===== src/verilog/leaf_settings.svh =====
`ifndef LEAF_SETTINGS_SVH
`define LEAF_SETTINGS_SVH

// ~~~~~~~~~~~~~~~~~~~~~~~~~~~~~~~~~~~~~~~~~~~~~~~~~~~~~~~~~~~~~~~~~~~~
// Network word layout.
// ~~~~~~~~~~~~~~~~~~~~~~~~~~~~~~~~~~~~~~~~~~~~~~~~~~~~~~~~~~~~~~~~~~~~
`define PACKET_BITS   49
`define PAYLOAD_BITS  32
`define LEAF_BITS     5
`define PORT_BITS     4
`define TAG_BITS      7

// ~~~~~~~~~~~~~~~~~~~~~~~~~~~~~~~~~~~~~~~~~~~~~~~~~~~~~~~~~~~~~~~~~~~~
// Leaf geometry.
// ~~~~~~~~~~~~~~~~~~~~~~~~~~~~~~~~~~~~~~~~~~~~~~~~~~~~~~~~~~~~~~~~~~~~
`define NUM_IN_PORTS  7
`define FIFO_DEPTH    8      // Entries per queue.

`endif


===== src/verilog/leaf_pkg.sv =====
`include "leaf_settings.svh"
`default_nettype none

package leaf_pkg;

    typedef logic [`PAYLOAD_BITS-1:0] payload_t;
    typedef logic [`LEAF_BITS-1:0]    leaf_t;
    typedef logic [`PORT_BITS-1:0]    port_t;
    typedef logic [`TAG_BITS-1:0]     tag_t;

    // One network word, valid bit on top.
    typedef struct packed {
        logic     valid;
        leaf_t    leaf;
        port_t    port;
        tag_t     tag;
        payload_t payload;
    } packet_t;

endpackage

`default_nettype wire


===== src/verilog/packet_fifo.sv =====
`include "leaf_settings.svh"
`default_nettype none

module packet_fifo #(
    parameter type T     = logic,
    parameter int  DEPTH = `FIFO_DEPTH
) (
    input  wire logic clk,
    input  wire logic arst_n,
    input  wire logic push,
    input  T          wdata,
    input  wire logic pop,
    output T          rdata,
    output logic      empty,
    output logic      full
);

    localparam int AW = (DEPTH > 1) ? $clog2(DEPTH) : 1;
    localparam int CW = $clog2(DEPTH + 1);

    T                mem [DEPTH];
    logic [AW-1:0]   wr_ptr;
    logic [AW-1:0]   rd_ptr;
    logic [CW-1:0]   count;
    logic            wr_en;
    logic            rd_en;

    assign empty = (count == '0);
    assign full  = (count == CW'(DEPTH));
    assign wr_en = push && !full; // Dropped when full.
    assign rd_en = pop && !empty;
    assign rdata = mem[rd_ptr];   // First word falls through.

    always_ff @(posedge clk) begin
        if (wr_en) mem[wr_ptr] <= wdata;
    end

    always_ff @(posedge clk or negedge arst_n) begin
        if (!arst_n) begin
            wr_ptr <= '0;
            rd_ptr <= '0;
            count  <= '0;
        end else begin
            if (wr_en) wr_ptr <= (wr_ptr == AW'(DEPTH - 1)) ? '0 : wr_ptr + 1'b1;
            if (rd_en) rd_ptr <= (rd_ptr == AW'(DEPTH - 1)) ? '0 : rd_ptr + 1'b1;
            case ({wr_en, rd_en})
                2'b10:   count <= count + 1'b1;
                2'b01:   count <= count - 1'b1;
                default: count <= count;
            endcase
        end
    end

endmodule

`default_nettype wire


===== src/verilog/leaf_unpacker.sv =====
`include "leaf_settings.svh"
`default_nettype none

module leaf_unpacker #(
    parameter leaf_pkg::leaf_t LEAF_ID = 5'd3
) (
    input  wire logic                     clk,
    input  wire logic                     arst_n,
    input  leaf_pkg::packet_t             din,
    output logic [`NUM_IN_PORTS-1:0]      push,
    output leaf_pkg::payload_t            payload
);

    import leaf_pkg::*;

    logic     pkt_vld_q;
    leaf_t    leaf_q;
    port_t    port_q;
    payload_t payload_q;
    logic     leaf_hit;

    always_ff @(posedge clk or negedge arst_n) begin
        if (!arst_n) begin
            pkt_vld_q <= 1'b0;
        end else begin
            pkt_vld_q <= din.valid;
        end
    end

    always_ff @(posedge clk) begin
        leaf_q    <= din.leaf;
        port_q    <= din.port;
        payload_q <= din.payload;
    end

    assign leaf_hit = pkt_vld_q && (leaf_q == LEAF_ID);

    // Port n lands in queue n-1, port 0 and 8..15 match nothing.
    always_comb begin
        for (int i = 0; i < `NUM_IN_PORTS; i++) begin
            push[i] = leaf_hit && (port_q == port_t'(i + 1));
        end
    end

    assign payload = payload_q;

endmodule

`default_nettype wire


===== src/verilog/leaf_packer.sv =====
`include "leaf_settings.svh"
`default_nettype none

module leaf_packer (
    input  wire logic          clk,
    input  wire logic          arst_n,
    input  leaf_pkg::payload_t din,
    input  wire logic          vld,
    output logic               ack,
    input  wire logic          full,
    input  leaf_pkg::leaf_t    dest_leaf,
    input  leaf_pkg::port_t    dest_port,
    output logic               push,
    output leaf_pkg::packet_t  packet
);

    import leaf_pkg::*;

    logic    push_q;
    tag_t    tag_q;
    packet_t packet_q;

    assign ack = vld && !full; // Take the word whenever there is room.

    always_ff @(posedge clk or negedge arst_n) begin
        if (!arst_n) begin
            push_q <= 1'b0;
            tag_q  <= '0;
        end else begin
            push_q <= ack;
            if (ack) tag_q <= tag_q + 1'b1; // Wraps at 128.
        end
    end

    always_ff @(posedge clk) begin
        if (ack) begin
            packet_q.valid   <= 1'b1;
            packet_q.leaf    <= dest_leaf;
            packet_q.port    <= dest_port;
            packet_q.tag     <= tag_q;
            packet_q.payload <= din;
        end
    end

    assign push   = push_q;
    assign packet = packet_q;

endmodule

`default_nettype wire


===== src/verilog/leaf_interface.sv =====
`include "leaf_settings.svh"
`default_nettype none

module leaf_interface #(
    parameter leaf_pkg::leaf_t LEAF_ID = 5'd3
) (
    input  wire logic                 clk,
    input  wire logic                 arst_n,
    input  leaf_pkg::packet_t         din_leaf_bft2interface,
    output leaf_pkg::packet_t         dout_leaf_interface2bft,
    input  wire logic                 resend,
    input  wire logic                 ap_start,
    output logic                      reset_ap_start_user,
    output leaf_pkg::payload_t        dout_leaf_interface2user [`NUM_IN_PORTS],
    output logic [`NUM_IN_PORTS-1:0]  vld_interface2user,
    input  wire logic [`NUM_IN_PORTS-1:0] ack_user2interface,
    input  leaf_pkg::payload_t        din_leaf_user2interface,
    input  wire logic                 vld_user2interface,
    output logic                      ack_interface2user,
    input  leaf_pkg::leaf_t           dest_leaf,
    input  leaf_pkg::port_t           dest_port
);

    import leaf_pkg::*;

    if ($bits(packet_t) != `PACKET_BITS) begin : g_width_chk
        $error("packet_t does not match PACKET_BITS");
    end

    logic [`NUM_IN_PORTS-1:0] port_push;
    logic [`NUM_IN_PORTS-1:0] port_empty;
    payload_t                 port_payload;
    logic                     out_push;
    packet_t                  out_wdata;
    packet_t                  out_rdata;
    logic                     out_empty;
    logic                     out_full;
    logic                     out_pop;
    packet_t                  dout_q;
    logic                     started_q;

    // ~~~~~~~~~~~~~~~~~~~~~~~~~~~~~~~~~~~~~~~~~~~~~~~~~~~~~~~~~~~~~~~~~~~~
    // Network to user.
    // ~~~~~~~~~~~~~~~~~~~~~~~~~~~~~~~~~~~~~~~~~~~~~~~~~~~~~~~~~~~~~~~~~~~~
    leaf_unpacker #(.LEAF_ID(LEAF_ID)) u_unpacker (
        .clk     (clk),
        .arst_n  (arst_n),
        .din     (din_leaf_bft2interface),
        .push    (port_push),
        .payload (port_payload)
    );

    for (genvar i = 0; i < `NUM_IN_PORTS; i++) begin : g_port_q
        packet_fifo #(.T(payload_t), .DEPTH(`FIFO_DEPTH)) u_port_fifo (
            .clk    (clk),
            .arst_n (arst_n),
            .push   (port_push[i]),
            .wdata  (port_payload),
            .pop    (ack_user2interface[i]),
            .rdata  (dout_leaf_interface2user[i]),
            .empty  (port_empty[i]),
            .full   ()
        );
    end

    assign vld_interface2user = ~port_empty;

    // ~~~~~~~~~~~~~~~~~~~~~~~~~~~~~~~~~~~~~~~~~~~~~~~~~~~~~~~~~~~~~~~~~~~~
    // User to network.
    // ~~~~~~~~~~~~~~~~~~~~~~~~~~~~~~~~~~~~~~~~~~~~~~~~~~~~~~~~~~~~~~~~~~~~
    leaf_packer u_packer (
        .clk       (clk),
        .arst_n    (arst_n),
        .din       (din_leaf_user2interface),
        .vld       (vld_user2interface),
        .ack       (ack_interface2user),
        .full      (out_full),
        .dest_leaf (dest_leaf),
        .dest_port (dest_port),
        .push      (out_push),
        .packet    (out_wdata)
    );

    packet_fifo #(.T(packet_t), .DEPTH(`FIFO_DEPTH)) u_out_fifo (
        .clk    (clk),
        .arst_n (arst_n),
        .push   (out_push),
        .wdata  (out_wdata),
        .pop    (out_pop),
        .rdata  (out_rdata),
        .empty  (out_empty),
        .full   (out_full)
    );

    assign out_pop = !resend && !out_empty;

    // A packet caught by resend is held and shown once resend drops.
    always_ff @(posedge clk or negedge arst_n) begin
        if (!arst_n) begin
            dout_q <= '0;
        end else if (!resend) begin
            dout_q <= out_empty ? packet_t'('0) : out_rdata;
        end
    end

    assign dout_leaf_interface2bft = resend ? packet_t'('0) : dout_q;

    always_ff @(posedge clk or negedge arst_n) begin
        if (!arst_n) begin
            started_q <= 1'b0;
        end else if (ap_start) begin
            started_q <= 1'b1; // Sticky until arst_n.
        end
    end

    assign reset_ap_start_user = !started_q;

endmodule

`default_nettype wire


===== src/verilog/port_sum_kernel.sv =====
`include "leaf_settings.svh"
`default_nettype none

module port_sum_kernel (
    input  wire logic                     clk,
    input  wire logic                     arst_n,
    input  wire logic                     reset,
    input  leaf_pkg::payload_t            din [`NUM_IN_PORTS],
    input  wire logic [`NUM_IN_PORTS-1:0] vld,
    output logic [`NUM_IN_PORTS-1:0]      ack,
    output leaf_pkg::payload_t            dout,
    output logic                          dout_vld,
    input  wire logic                     dout_ack
);

    import leaf_pkg::*;

    typedef enum logic {
        ST_COLLECT,
        ST_HOLD
    } state_t;

    state_t   state_q;
    logic     ack_q;
    payload_t sum;
    payload_t sum_q;

    always_comb begin
        sum = '0;
        for (int i = 0; i < `NUM_IN_PORTS; i++) begin
            sum = sum + din[i]; // Wraps at 32 bits.
        end
    end

    always_ff @(posedge clk or negedge arst_n) begin
        if (!arst_n) begin
            state_q <= ST_COLLECT;
            ack_q   <= 1'b0;
        end else if (reset) begin
            state_q <= ST_COLLECT; // Held until ap_start.
            ack_q   <= 1'b0;
        end else begin
            case (state_q)
                ST_COLLECT: begin
                    if (ack_q) begin
                        ack_q   <= 1'b0;
                        state_q <= ST_HOLD;
                    end else if (&vld) begin
                        ack_q <= 1'b1;
                    end
                end
                ST_HOLD: begin
                    if (dout_ack) state_q <= ST_COLLECT;
                end
                default: state_q <= ST_COLLECT;
            endcase
        end
    end

    // Heads are still in place during the ack cycle.
    always_ff @(posedge clk) begin
        if (state_q == ST_COLLECT && ack_q) sum_q <= sum;
    end

    assign ack      = {`NUM_IN_PORTS{ack_q}};
    assign dout     = sum_q;
    assign dout_vld = (state_q == ST_HOLD);

endmodule

`default_nettype wire


===== src/verilog/leaf_i7o1.sv =====
`include "leaf_settings.svh"
`default_nettype none

module leaf_i7o1 #(
    parameter leaf_pkg::leaf_t LEAF_ID = 5'd3
) (
    input  wire logic         clk,
    input  wire logic         arst_n,
    input  leaf_pkg::packet_t din_leaf_bft2interface,
    output leaf_pkg::packet_t dout_leaf_interface2bft,
    input  wire logic         resend,
    input  wire logic         ap_start,
    input  leaf_pkg::leaf_t   dest_leaf,
    input  leaf_pkg::port_t   dest_port
);

    import leaf_pkg::*;

    payload_t                 dout_leaf_interface2user [`NUM_IN_PORTS];
    logic [`NUM_IN_PORTS-1:0] vld_interface2user;
    logic [`NUM_IN_PORTS-1:0] ack_user2interface;
    payload_t                 din_leaf_user2interface;
    logic                     vld_user2interface;
    logic                     ack_interface2user;
    logic                     reset_ap_start_user;

    leaf_interface #(.LEAF_ID(LEAF_ID)) u_interface (
        .clk                      (clk),
        .arst_n                   (arst_n),
        .din_leaf_bft2interface   (din_leaf_bft2interface),
        .dout_leaf_interface2bft  (dout_leaf_interface2bft),
        .resend                   (resend),
        .ap_start                 (ap_start),
        .reset_ap_start_user      (reset_ap_start_user),
        .dout_leaf_interface2user (dout_leaf_interface2user),
        .vld_interface2user       (vld_interface2user),
        .ack_user2interface       (ack_user2interface),
        .din_leaf_user2interface  (din_leaf_user2interface),
        .vld_user2interface       (vld_user2interface),
        .ack_interface2user       (ack_interface2user),
        .dest_leaf                (dest_leaf),
        .dest_port                (dest_port)
    );

    port_sum_kernel u_kernel (
        .clk      (clk),
        .arst_n   (arst_n),
        .reset    (reset_ap_start_user),
        .din      (dout_leaf_interface2user),
        .vld      (vld_interface2user),
        .ack      (ack_user2interface),
        .dout     (din_leaf_user2interface),
        .dout_vld (vld_user2interface),
        .dout_ack (ack_interface2user)
    );

endmodule

`default_nettype wire


===== config.mk =====
export PLATFORM = sky130hd
export DESIGN_NAME = leaf_i7o1
export DESIGN_NICKNAME = d
export VERILOG_FILES = /design/src/verilog/leaf_pkg.sv /design/src/verilog/packet_fifo.sv /design/src/verilog/leaf_unpacker.sv /design/src/verilog/leaf_packer.sv /design/src/verilog/leaf_interface.sv /design/src/verilog/port_sum_kernel.sv /design/src/verilog/leaf_i7o1.sv
export VERILOG_INCLUDE_DIRS = /design/src /design/src/verilog
export SDC_FILE = /design/constraint.sdc
export NUM_CORES = 2
export LEC_CHECK = 0
export BUFFER_PORTS_ARGS = -buffer_cell sky130_fd_sc_hd__buf_2
export CAP_MARGIN = 20
export CORE_ASPECT_RATIO = 0.9
export CORE_MARGIN = 3
export CORE_UTILIZATION = 57
export CTS_BUF_LIST = sky130_fd_sc_hd__clkbuf_16
export DETAILED_ROUTE_END_ITERATION = 7
export PLACE_DENSITY = 0.79
export REMOVE_ABC_BUFFERS = 1
export SLEW_MARGIN = 20
export SYNTH_ARGS = -nofsm -noshare
export SYNTH_HDL_FRONTEND = slang
export SYNTH_SLANG_ARGS = --single-unit

===== constraint.sdc =====
create_clock -name clk -period 6 [get_ports clk]
set_clock_uncertainty 0.2 [all_clocks]
set_input_delay 0.6 -clock clk [delete_from_list [all_inputs] [get_ports clk]]
set_output_delay 0.6 -clock clk [all_outputs]
set_load 0.01 [all_outputs]

After elaboration in Yosys (flattened, before gate mapping):

Memory sizes are Yosys's and may differ from the RTL's.
Cells that the tools add are included.

* add/subtract/negate cells: 39
* magnitude comparators: 0
* bitwise logic cells: 2
* shift operators: 0
* eq/ne operators: 49
* reductions and logical operators: 61
* multipliers: 0
* multiplexer cells: 50
* divide/modulo/power cells: 0

Operator list (count)
* 32-bit adder: 6
* 49-bit 2-to-1 mux: 2
* 4-bit one-hot mux with 2 select lines: 8
* 3-bit by 1-bit adder with 3-bit output (second input constant): 16
* 3-bit equality test (second input constant): 16
* 3-bit 2-to-1 mux: 16
* 4-bit by 1-bit adder with 4-bit output (second input constant): 8
* 4-bit equality test (second input constant): 8
* 4-bit logical NOT: 8
* 4-bit by 1-bit subtractor with 4-bit output (second input constant): 8
* 1-bit logical AND: 27
* 1-bit 2-to-1 mux: 23
* 1-bit logical NOT: 17
* 2-bit by 1-bit equality test with 1-bit output (second input constant): 8
* 2-bit equality test (second input constant): 8
* 4-bit by 3-bit equality test with 1-bit output (second input constant): 4
* 2-bit nonzero test: 8
* 4-bit by 2-bit equality test with 1-bit output (second input constant): 2
* 7-bit by 1-bit adder with 7-bit output (second input constant): 1
* 7-bit NOT: 1
* 7-bit AND reduction: 1
* 5-bit by 2-bit equality test with 1-bit output (second input constant): 1
* 4-bit by 1-bit equality test with 1-bit output (second input constant): 1
* 2-bit != test (second input constant): 1
* 2 further kinds: 2

* memories kept: 8
* ROM bits: 0
* logic and storage cells: 252
* bits of input ports: 62
* bits in writable memories: 2176
* output and inout bits: 49
* bits in registers: 262
* latch bits: 0

Memory list
* u_interface.u_out_fifo.mem: depth 8, bits a word 48, read ports 1, clocked after Yosys merged registers in 0, write ports 1, RTL line packet_fifo.sv:21 `T mem [DEPTH];`
* u_interface.g_port_q[0].u_port_fifo.mem: depth 8, bits a word 32, read ports 1, clocked after Yosys merged registers in 0, write ports 1, RTL line packet_fifo.sv:21
* u_interface.g_port_q[1].u_port_fifo.mem: depth 8, bits a word 32, read ports 1, clocked after Yosys merged registers in 0, write ports 1, RTL line packet_fifo.sv:21
* u_interface.g_port_q[2].u_port_fifo.mem: depth 8, bits a word 32, read ports 1, clocked after Yosys merged registers in 0, write ports 1, RTL line packet_fifo.sv:21
* u_interface.g_port_q[3].u_port_fifo.mem: depth 8, bits a word 32, read ports 1, clocked after Yosys merged registers in 0, write ports 1, RTL line packet_fifo.sv:21
* u_interface.g_port_q[4].u_port_fifo.mem: depth 8, bits a word 32, read ports 1, clocked after Yosys merged registers in 0, write ports 1, RTL line packet_fifo.sv:21
* 2 more memories

Logic depth before layout (Yosys ltp):

* word-level depth: 7
* mapped depth: 22
* gate-level depth less buffers: 20

Modules after synthesis:

A second synthesis with hierarchy kept.

* cell total of the unflattened synthesis: 4760
* area, all modules: 99818.2 um2

Modules (own cells, without submodules)
* packet_fifo (u_interface.g_port_q[2].u_port_fifo ...): cells each 438, times used 5, area an instance 10297.4 um2, seq. area each 7937.6 um2
* packet_fifo (u_interface.u_out_fifo): cells each 635, times used 1, area an instance 15800.2 um2, seq. area each 12021.5 um2
* packet_fifo (u_interface.g_port_q[1].u_port_fifo): cells each 440, times used 1, area an instance 10303.6 um2, seq. area each 7937.6 um2
* packet_fifo (u_interface.g_port_q[0].u_port_fifo): cells each 440, times used 1, area an instance 10302.4 um2, seq. area each 7937.6 um2
* port_sum_kernel: cells each 748, times used 1, area an instance 7018.0 um2, seq. area each 1011.0 um2
* leaf_interface: cells each 176, times used 1, area an instance 2133.3 um2, seq. area each 1251.2 um2
* leaf_packer: cells each 75, times used 1, area an instance 1799.2 um2, seq. area each 1641.6 um2
* leaf_unpacker: cells each 56, times used 1, area an instance 974.7 um2, seq. area each 845.8 um2

Least setup slack after synthesis:

OpenSTA, ideal clock, no wires.

* path type: flip-flop to flip-flop
* start point: reg u_interface.g_port_q[2].u_port_fifo.rd_ptr[0]
* end point: reg u_kernel.sum_q[29], in the netlist u_kernel.dout[29], data pin
* library setup time: 275 ps
* data required time: 5525 ps
* data arrival time: 5634 ps
* cell stages (with the launch flop): 22
* buffers on the path: 3
* clock period less this slack: 6109 ps
* setup slack: -109 ps
* cell sequence: dfrtp_1 -> buf_1 -> buf_2 -> mux4_2 -> mux2i_1 -> fa_1 -> inv_1 -> fa_1 -> fa_1 -> inv_1 -> fa_1 -> inv_1 -> ha_1 -> buf_4 -> nand4_2 -> a2111oi_2 -> o21ai_1 -> a21bo_1 -> a211oi_2 -> o211ai_1 -> or4b_1 -> o311ai_1

* cells in the longest elaborated chain, start to end: 6

Ends and longest elaborated chain
* from (decl): RTL line packet_fifo.sv:23 `logic [AW-1:0] rd_ptr;`
* from (signal assigned): RTL line packet_fifo.sv:45 `if (rd_en) rd_ptr <= (rd_ptr == AW'(DEPTH - 1)) ? '0 : rd_ptr + 1'b1;`
* memory read 8 x 32 bit
* 32-bit adder (5 in series): RTL line port_sum_kernel.sv:31 `sum = sum + din[i];`
* net u_kernel.sum[29]: RTL line port_sum_kernel.sv:25 `payload_t sum;`
* to (signal assigned): RTL line port_sum_kernel.sv:62 `if (state_q == ST_COLLECT && ack_q) sum_q <= sum;`
* to (decl): RTL line port_sum_kernel.sv:26 `payload_t sum_q;`

The timed path passes the listed nets, and every way through them passes these cells.
A chain may end at the register's enable or synchronous reset.

Final worst setup path:

Same ends and word-level chain as after synthesis.

==> impl_metrics.ini <==
[sta]
max_slew.worst_pin.slew_ns = 1.16
slew_violations = 0
clock.fmax_mhz = 162
layout_min_cycle_time_ns = 6.17
finalWorstSetupSlack_ns = -0.172
unrepaired_setup_endpoints_after_global_routing = true
worst_slew_margin_rel_pct = 22.4
number_of_endpoints_failing_setup_at_the_final_stage = 10
hold_viol = 0
final_min_period_over_clock_period_pct = 103

[global_route]
grt.met1_usage_pct = 36.7
first_global_vias = 49600
groute.layer.met3.usage_pct = 4.43
grt_use_total_pct = 26.3
globalRouteMet2Util_pct = 42.3
grt_max_degree = 81
grt_overflow = 0
antenna_found_initial = 5
grt_pass1_wl_mm = 334
global_route.peak_usage_layer = met2

[logic_synthesis]
synth_edf_count = 2256
post_synth_most_frequent_cells = sky130_fd_sc_hd__edfxtp_1 (2,256), sky130_fd_sc_hd__mux4_2 (544), sky130_fd_sc_hd__inv_1 (279), sky130_fd_sc_hd__mux2i_1 (245), sky130_fd_sc_hd__nand2_1 (165)
post_synth_top_area_share_pct = 69.7
library_cell_with_the_highest_instance_count_after_synthesis = sky130_fd_sc_hd__edfxtp_1
synth.cell_area_sq_um = 97200
synth_seq_cells = 2438
synthCells = 4650
seq_area_frac_synth_pct = 74.2
synth_area_leaders = sky130_fd_sc_hd__edfxtp_1 (70%), sky130_fd_sc_hd__mux4_2 (13%), sky130_fd_sc_hd__dfrtp_1 (3.6%), sky130_fd_sc_hd__fa_1 (3.3%), sky130_fd_sc_hd__mux2i_1 (2.5%)
syn-mean-instance-area_sq_um = 20.9
yosysUniqueCellTypes = 69
async_flop_share_pct = 5.78
synth-main-ff-cell = sky130_fd_sc_hd__edfxtp_1
synthDominantAreaCellType = sky130_fd_sc_hd__edfxtp_1
yosys_warnings = 0

[drt]
postRouteWirelength_mm = 230
antenna_left = 0
drt_pass1_iterations = 6
wire_per_inst_um = 30.0
initialDrtViolationCount = 5747
via_count = 48300
post_drt_via_cell_ratio = 6.29
drc_errors = 0

[layout]
postLayoutCoreUtil_pct = 66.5
fraction_of_final_layout_cells_sized_beyond_drive_strength_1_pct = 30.6
final_area_sq_um = 112000
layout.nets = 5541
areaGrowthSynthToFinish_pct = 15.7

[die]
placeableCoreArea_sq_um = 169000
die_h_um = 398
dieWidth_um = 441
io_pins = 111
placement_rows = 143
design.die.area_sq_um = 175000
floorplan.initialDensity_pct = 57.5

[clock_network]
cts_bufs_inserted = 219
cts.clk_slew.worst_paths_ns = 0.06
cts_tree = yes
cts.root.buffer_cell = sky130_fd_sc_hd__clkbuf_16
clk_latency_worst_skew_pair_ns = 0.88
clock_tree.htree_level_count = 4
tritoncts_num_sinks = 2438
ctsLongestPathBuffers = 3

[power]
static-leakage-power_nw = 37.7
vdd_drop_max_mv = 0.295
fin_total_pwr_w = 0.0348
p_per_area_nw_per_um2 = 309

[critical_path]
critical_path.slowest_cell = sky130_fd_sc_hd__fa_2
setup.reg_to_reg.worst_slack_ns = -0.17
crit_path_max_fanout = 11
rr_startpoint = u_interface.g_port_q[2].u_port_fifo.rd_ptr[0]
critPathTopFamily = adder cells
critical_path_arrival_ns = 6.58
worstSetupPathType = flop to flop
reg2reg_to = u_kernel.dout[29]
worstSetupEndpointType = flop
reg2reg_depth = 20
start_kind = flop
critPathMostFrequentCell = sky130_fd_sc_hd__fa_1
crit_required_ns = 6.41
worstPathBufferInverterCount = 5
max_stage_delay_ns = 0.54
cp_cell_sequence = buf_12, buf_4, mux4_2, mux2i_2, fa_2, inv_1, fa_1, fa_1, inv_2, fa_1, inv_2, ha_4, nand2_4, a2111oi_4, o21ai_2, a21bo_2, a211oi_4, o211ai_1, or4b_1, o311ai_1

[placement]
place.detailed.hpwl_mm = 128
placement.cell_area_sq_um = 103000
post-place-ws_ns = -0.307
routabilityCongestion = 0.882
placement.io_buffers = 103

[flow_run]
maxCapViolations = 0

[run_status]
failing_checks = setup timing
run_status = finished with violations

[min_path]
min_path_type = input port to asynchronous set/reset pin
per-layer routing:
layer	up-vias	share of wire, %
li1	19600	-
met1	25400	37
met2	2796	50
met3	438	8.7
met4	0	3.8
met5	-	0
registers in the layout (all words and copies together) (netlist names), 28 cells and up:
name / count
u_interface.u_out_fifo.mem: 384
u_kernel.dout: 32
u_interface.dout_q: 49
u_interface.u_packer.packet: 48
u_interface.g_port_q.u_port_fifo.count: 28
u_interface.u_unpacker.payload: 32
u_interface.g_port_q.u_port_fifo.mem: 1792
area by class of cell:
| type | instances | area, sq um |
|---|---|---|
| multi-input cells | 1757 | 24600 |
| inverters | 279 | 1050 |
| well taps | 2247 | 2810 |
| repair buffers | 534 | 4640 |
| diodes | 1 | 2.50 |
| flip-flops and latches | 2438 | 72200 |
| clock buffers | 220 | 5510 |
| clock inverters | 194 | 1640 |
| fillers | 10000 | 56700 |
repair_timing:
| item | 4_1_cts | 5_1_grt |
|---|---|---|
| setup buffers | 28 | 30 |
| endpoints found under the setup margin | 13 | 17 |
| pin swaps | 33 | 49 |
| hold buffers | 54 | 0 |
| cloned | 2 | 0 |
| endpoints found under the hold margin | 100 | 0 |
| resized for setup | 135 | 89 |
power breakdown:
| part | leakage [nW] | internal [W] | total [W] | switching (W) |
|---|---|---|---|---|
| registers | 22.6 | 0.0187 | 0.0192 | 0.000534 |
| logic | 11.4 | 0.000926 | 0.00169 | 0.000762 |
| clock network | 3.69 | 0.00757 | 0.0138 | 0.00628 |
worst register-to-register path, cell delays in order, from the launching register on:
cell and delay [ns]:
sky130_fd_sc_hd__dfrtp_4 0.52, sky130_fd_sc_hd__buf_12 0.19, sky130_fd_sc_hd__buf_4 0.13, sky130_fd_sc_hd__mux4_2 0.49, sky130_fd_sc_hd__mux2i_2 0.22, sky130_fd_sc_hd__fa_2 0.54
sky130_fd_sc_hd__inv_1 0.12, sky130_fd_sc_hd__fa_1 0.42, sky130_fd_sc_hd__fa_1 0.55, sky130_fd_sc_hd__inv_2 0.05, sky130_fd_sc_hd__fa_1 0.54, sky130_fd_sc_hd__inv_2 0.06
sky130_fd_sc_hd__ha_4 0.29, sky130_fd_sc_hd__nand2_4 0.06, sky130_fd_sc_hd__a2111oi_4 0.34, sky130_fd_sc_hd__o21ai_2 0.12, sky130_fd_sc_hd__a21bo_2 0.28, sky130_fd_sc_hd__a211oi_4 0.37
sky130_fd_sc_hd__o211ai_1 0.17, sky130_fd_sc_hd__or4b_1 0.19, sky130_fd_sc_hd__o311ai_1 0.10
logic make-up (layout without fill, tap and decap cells):
family	count (synthesis)	in the layout	share of synthesized area (%)
adder cells (fa/ha/maj)	250	250	4.46
XOR/XNOR	69	69	0.622
multiplexers	829	829	15.6
AO/OA/AOI/OAI	193	193	1.25
AND/OR/NAND/NOR	416	416	2.05
other	0	1	0
buffers and inverters	455	1227	1.83
flip-flops	2438	2438	74.2
placed cells by master (no fill, tap or decap), types with 21 or more instances in the layout:
master / Yosys / final
sky130_fd_sc_hd__edfxtp_1: 2256 / 2256
sky130_fd_sc_hd__mux4_2: 544 / 544
sky130_fd_sc_hd__inv_1: 279 / 316
sky130_fd_sc_hd__buf_4: 1 / 310
sky130_fd_sc_hd__clkbuf_16: 0 / 220
sky130_fd_sc_hd__mux2i_1: 245 / 189
sky130_fd_sc_hd__nand2_1: 165 / 163
sky130_fd_sc_hd__fa_1: 160 / 141
sky130_fd_sc_hd__dfrtp_1: 141 / 117
sky130_fd_sc_hd__buf_2: 50 / 101
sky130_fd_sc_hd__ha_1: 90 / 77
sky130_fd_sc_hd__o21ai_0: 82 / 76
sky130_fd_sc_hd__dlygate4sd3_1: 0 / 54
sky130_fd_sc_hd__nor2b_1: 52 / 50
sky130_fd_sc_hd__clkinv_1: 0 / 49
sky130_fd_sc_hd__buf_12: 0 / 49
sky130_fd_sc_hd__xnor2_1: 49 / 44
sky130_fd_sc_hd__mux2_2: 39 / 39
sky130_fd_sc_hd__nor2_4: 0 / 39
sky130_fd_sc_hd__clkinv_2: 0 / 38
sky130_fd_sc_hd__mux2i_2: 0 / 37
sky130_fd_sc_hd__nand2b_1: 33 / 33
sky130_fd_sc_hd__nor2_1: 70 / 29
sky130_fd_sc_hd__dfxtp_2: 0 / 26
sky130_fd_sc_hd__nor3_1: 44 / 24
sky130_fd_sc_hd__a21o_1: 25 / 24
sky130_fd_sc_hd__inv_2: 0 / 23
sky130_fd_sc_hd__a21oi_1: 32 / 22
sky130_fd_sc_hd__nor3_2: 1 / 21
worst max path at each step:
stage / from / end / cells after the start
finish: u_interface.g_port_q[2].u_port_fifo.rd_ptr[0] / u_kernel.dout[29] / 20
global route: u_interface.g_port_q[5].u_port_fifo.rd_ptr[0] / u_kernel.dout[29] / 20
CTS: u_interface.g_port_q[4].u_port_fifo.rd_ptr[0] / u_kernel.dout[29] / 20
detailed placement: u_interface.g_port_q[1].u_port_fifo.rd_ptr[0] / u_kernel.dout[29] / 19
global placement: u_interface.g_port_q[1].u_port_fifo.rd_ptr[0] / u_kernel.dout[29] / 19
floorplan: u_interface.g_port_q[5].u_port_fifo.rd_ptr[0] / u_kernel.dout[29] / 18
per-stage QoR:
stage / instances / hold WS (ns) / TNS [ns]
CTS: 7643 / 0.0513 / -0.106
finish: 7670 / 0.0681 / -0.740
global route: 7669 / 0.0832 / -2.50
global placement: 7147 / 0.201 / -0.851
floorplan: 4474 / 0.104 / -40.91
detailed placement: 7147 / 0.205 / -1.87
Power figures use the tool's default switching activity.
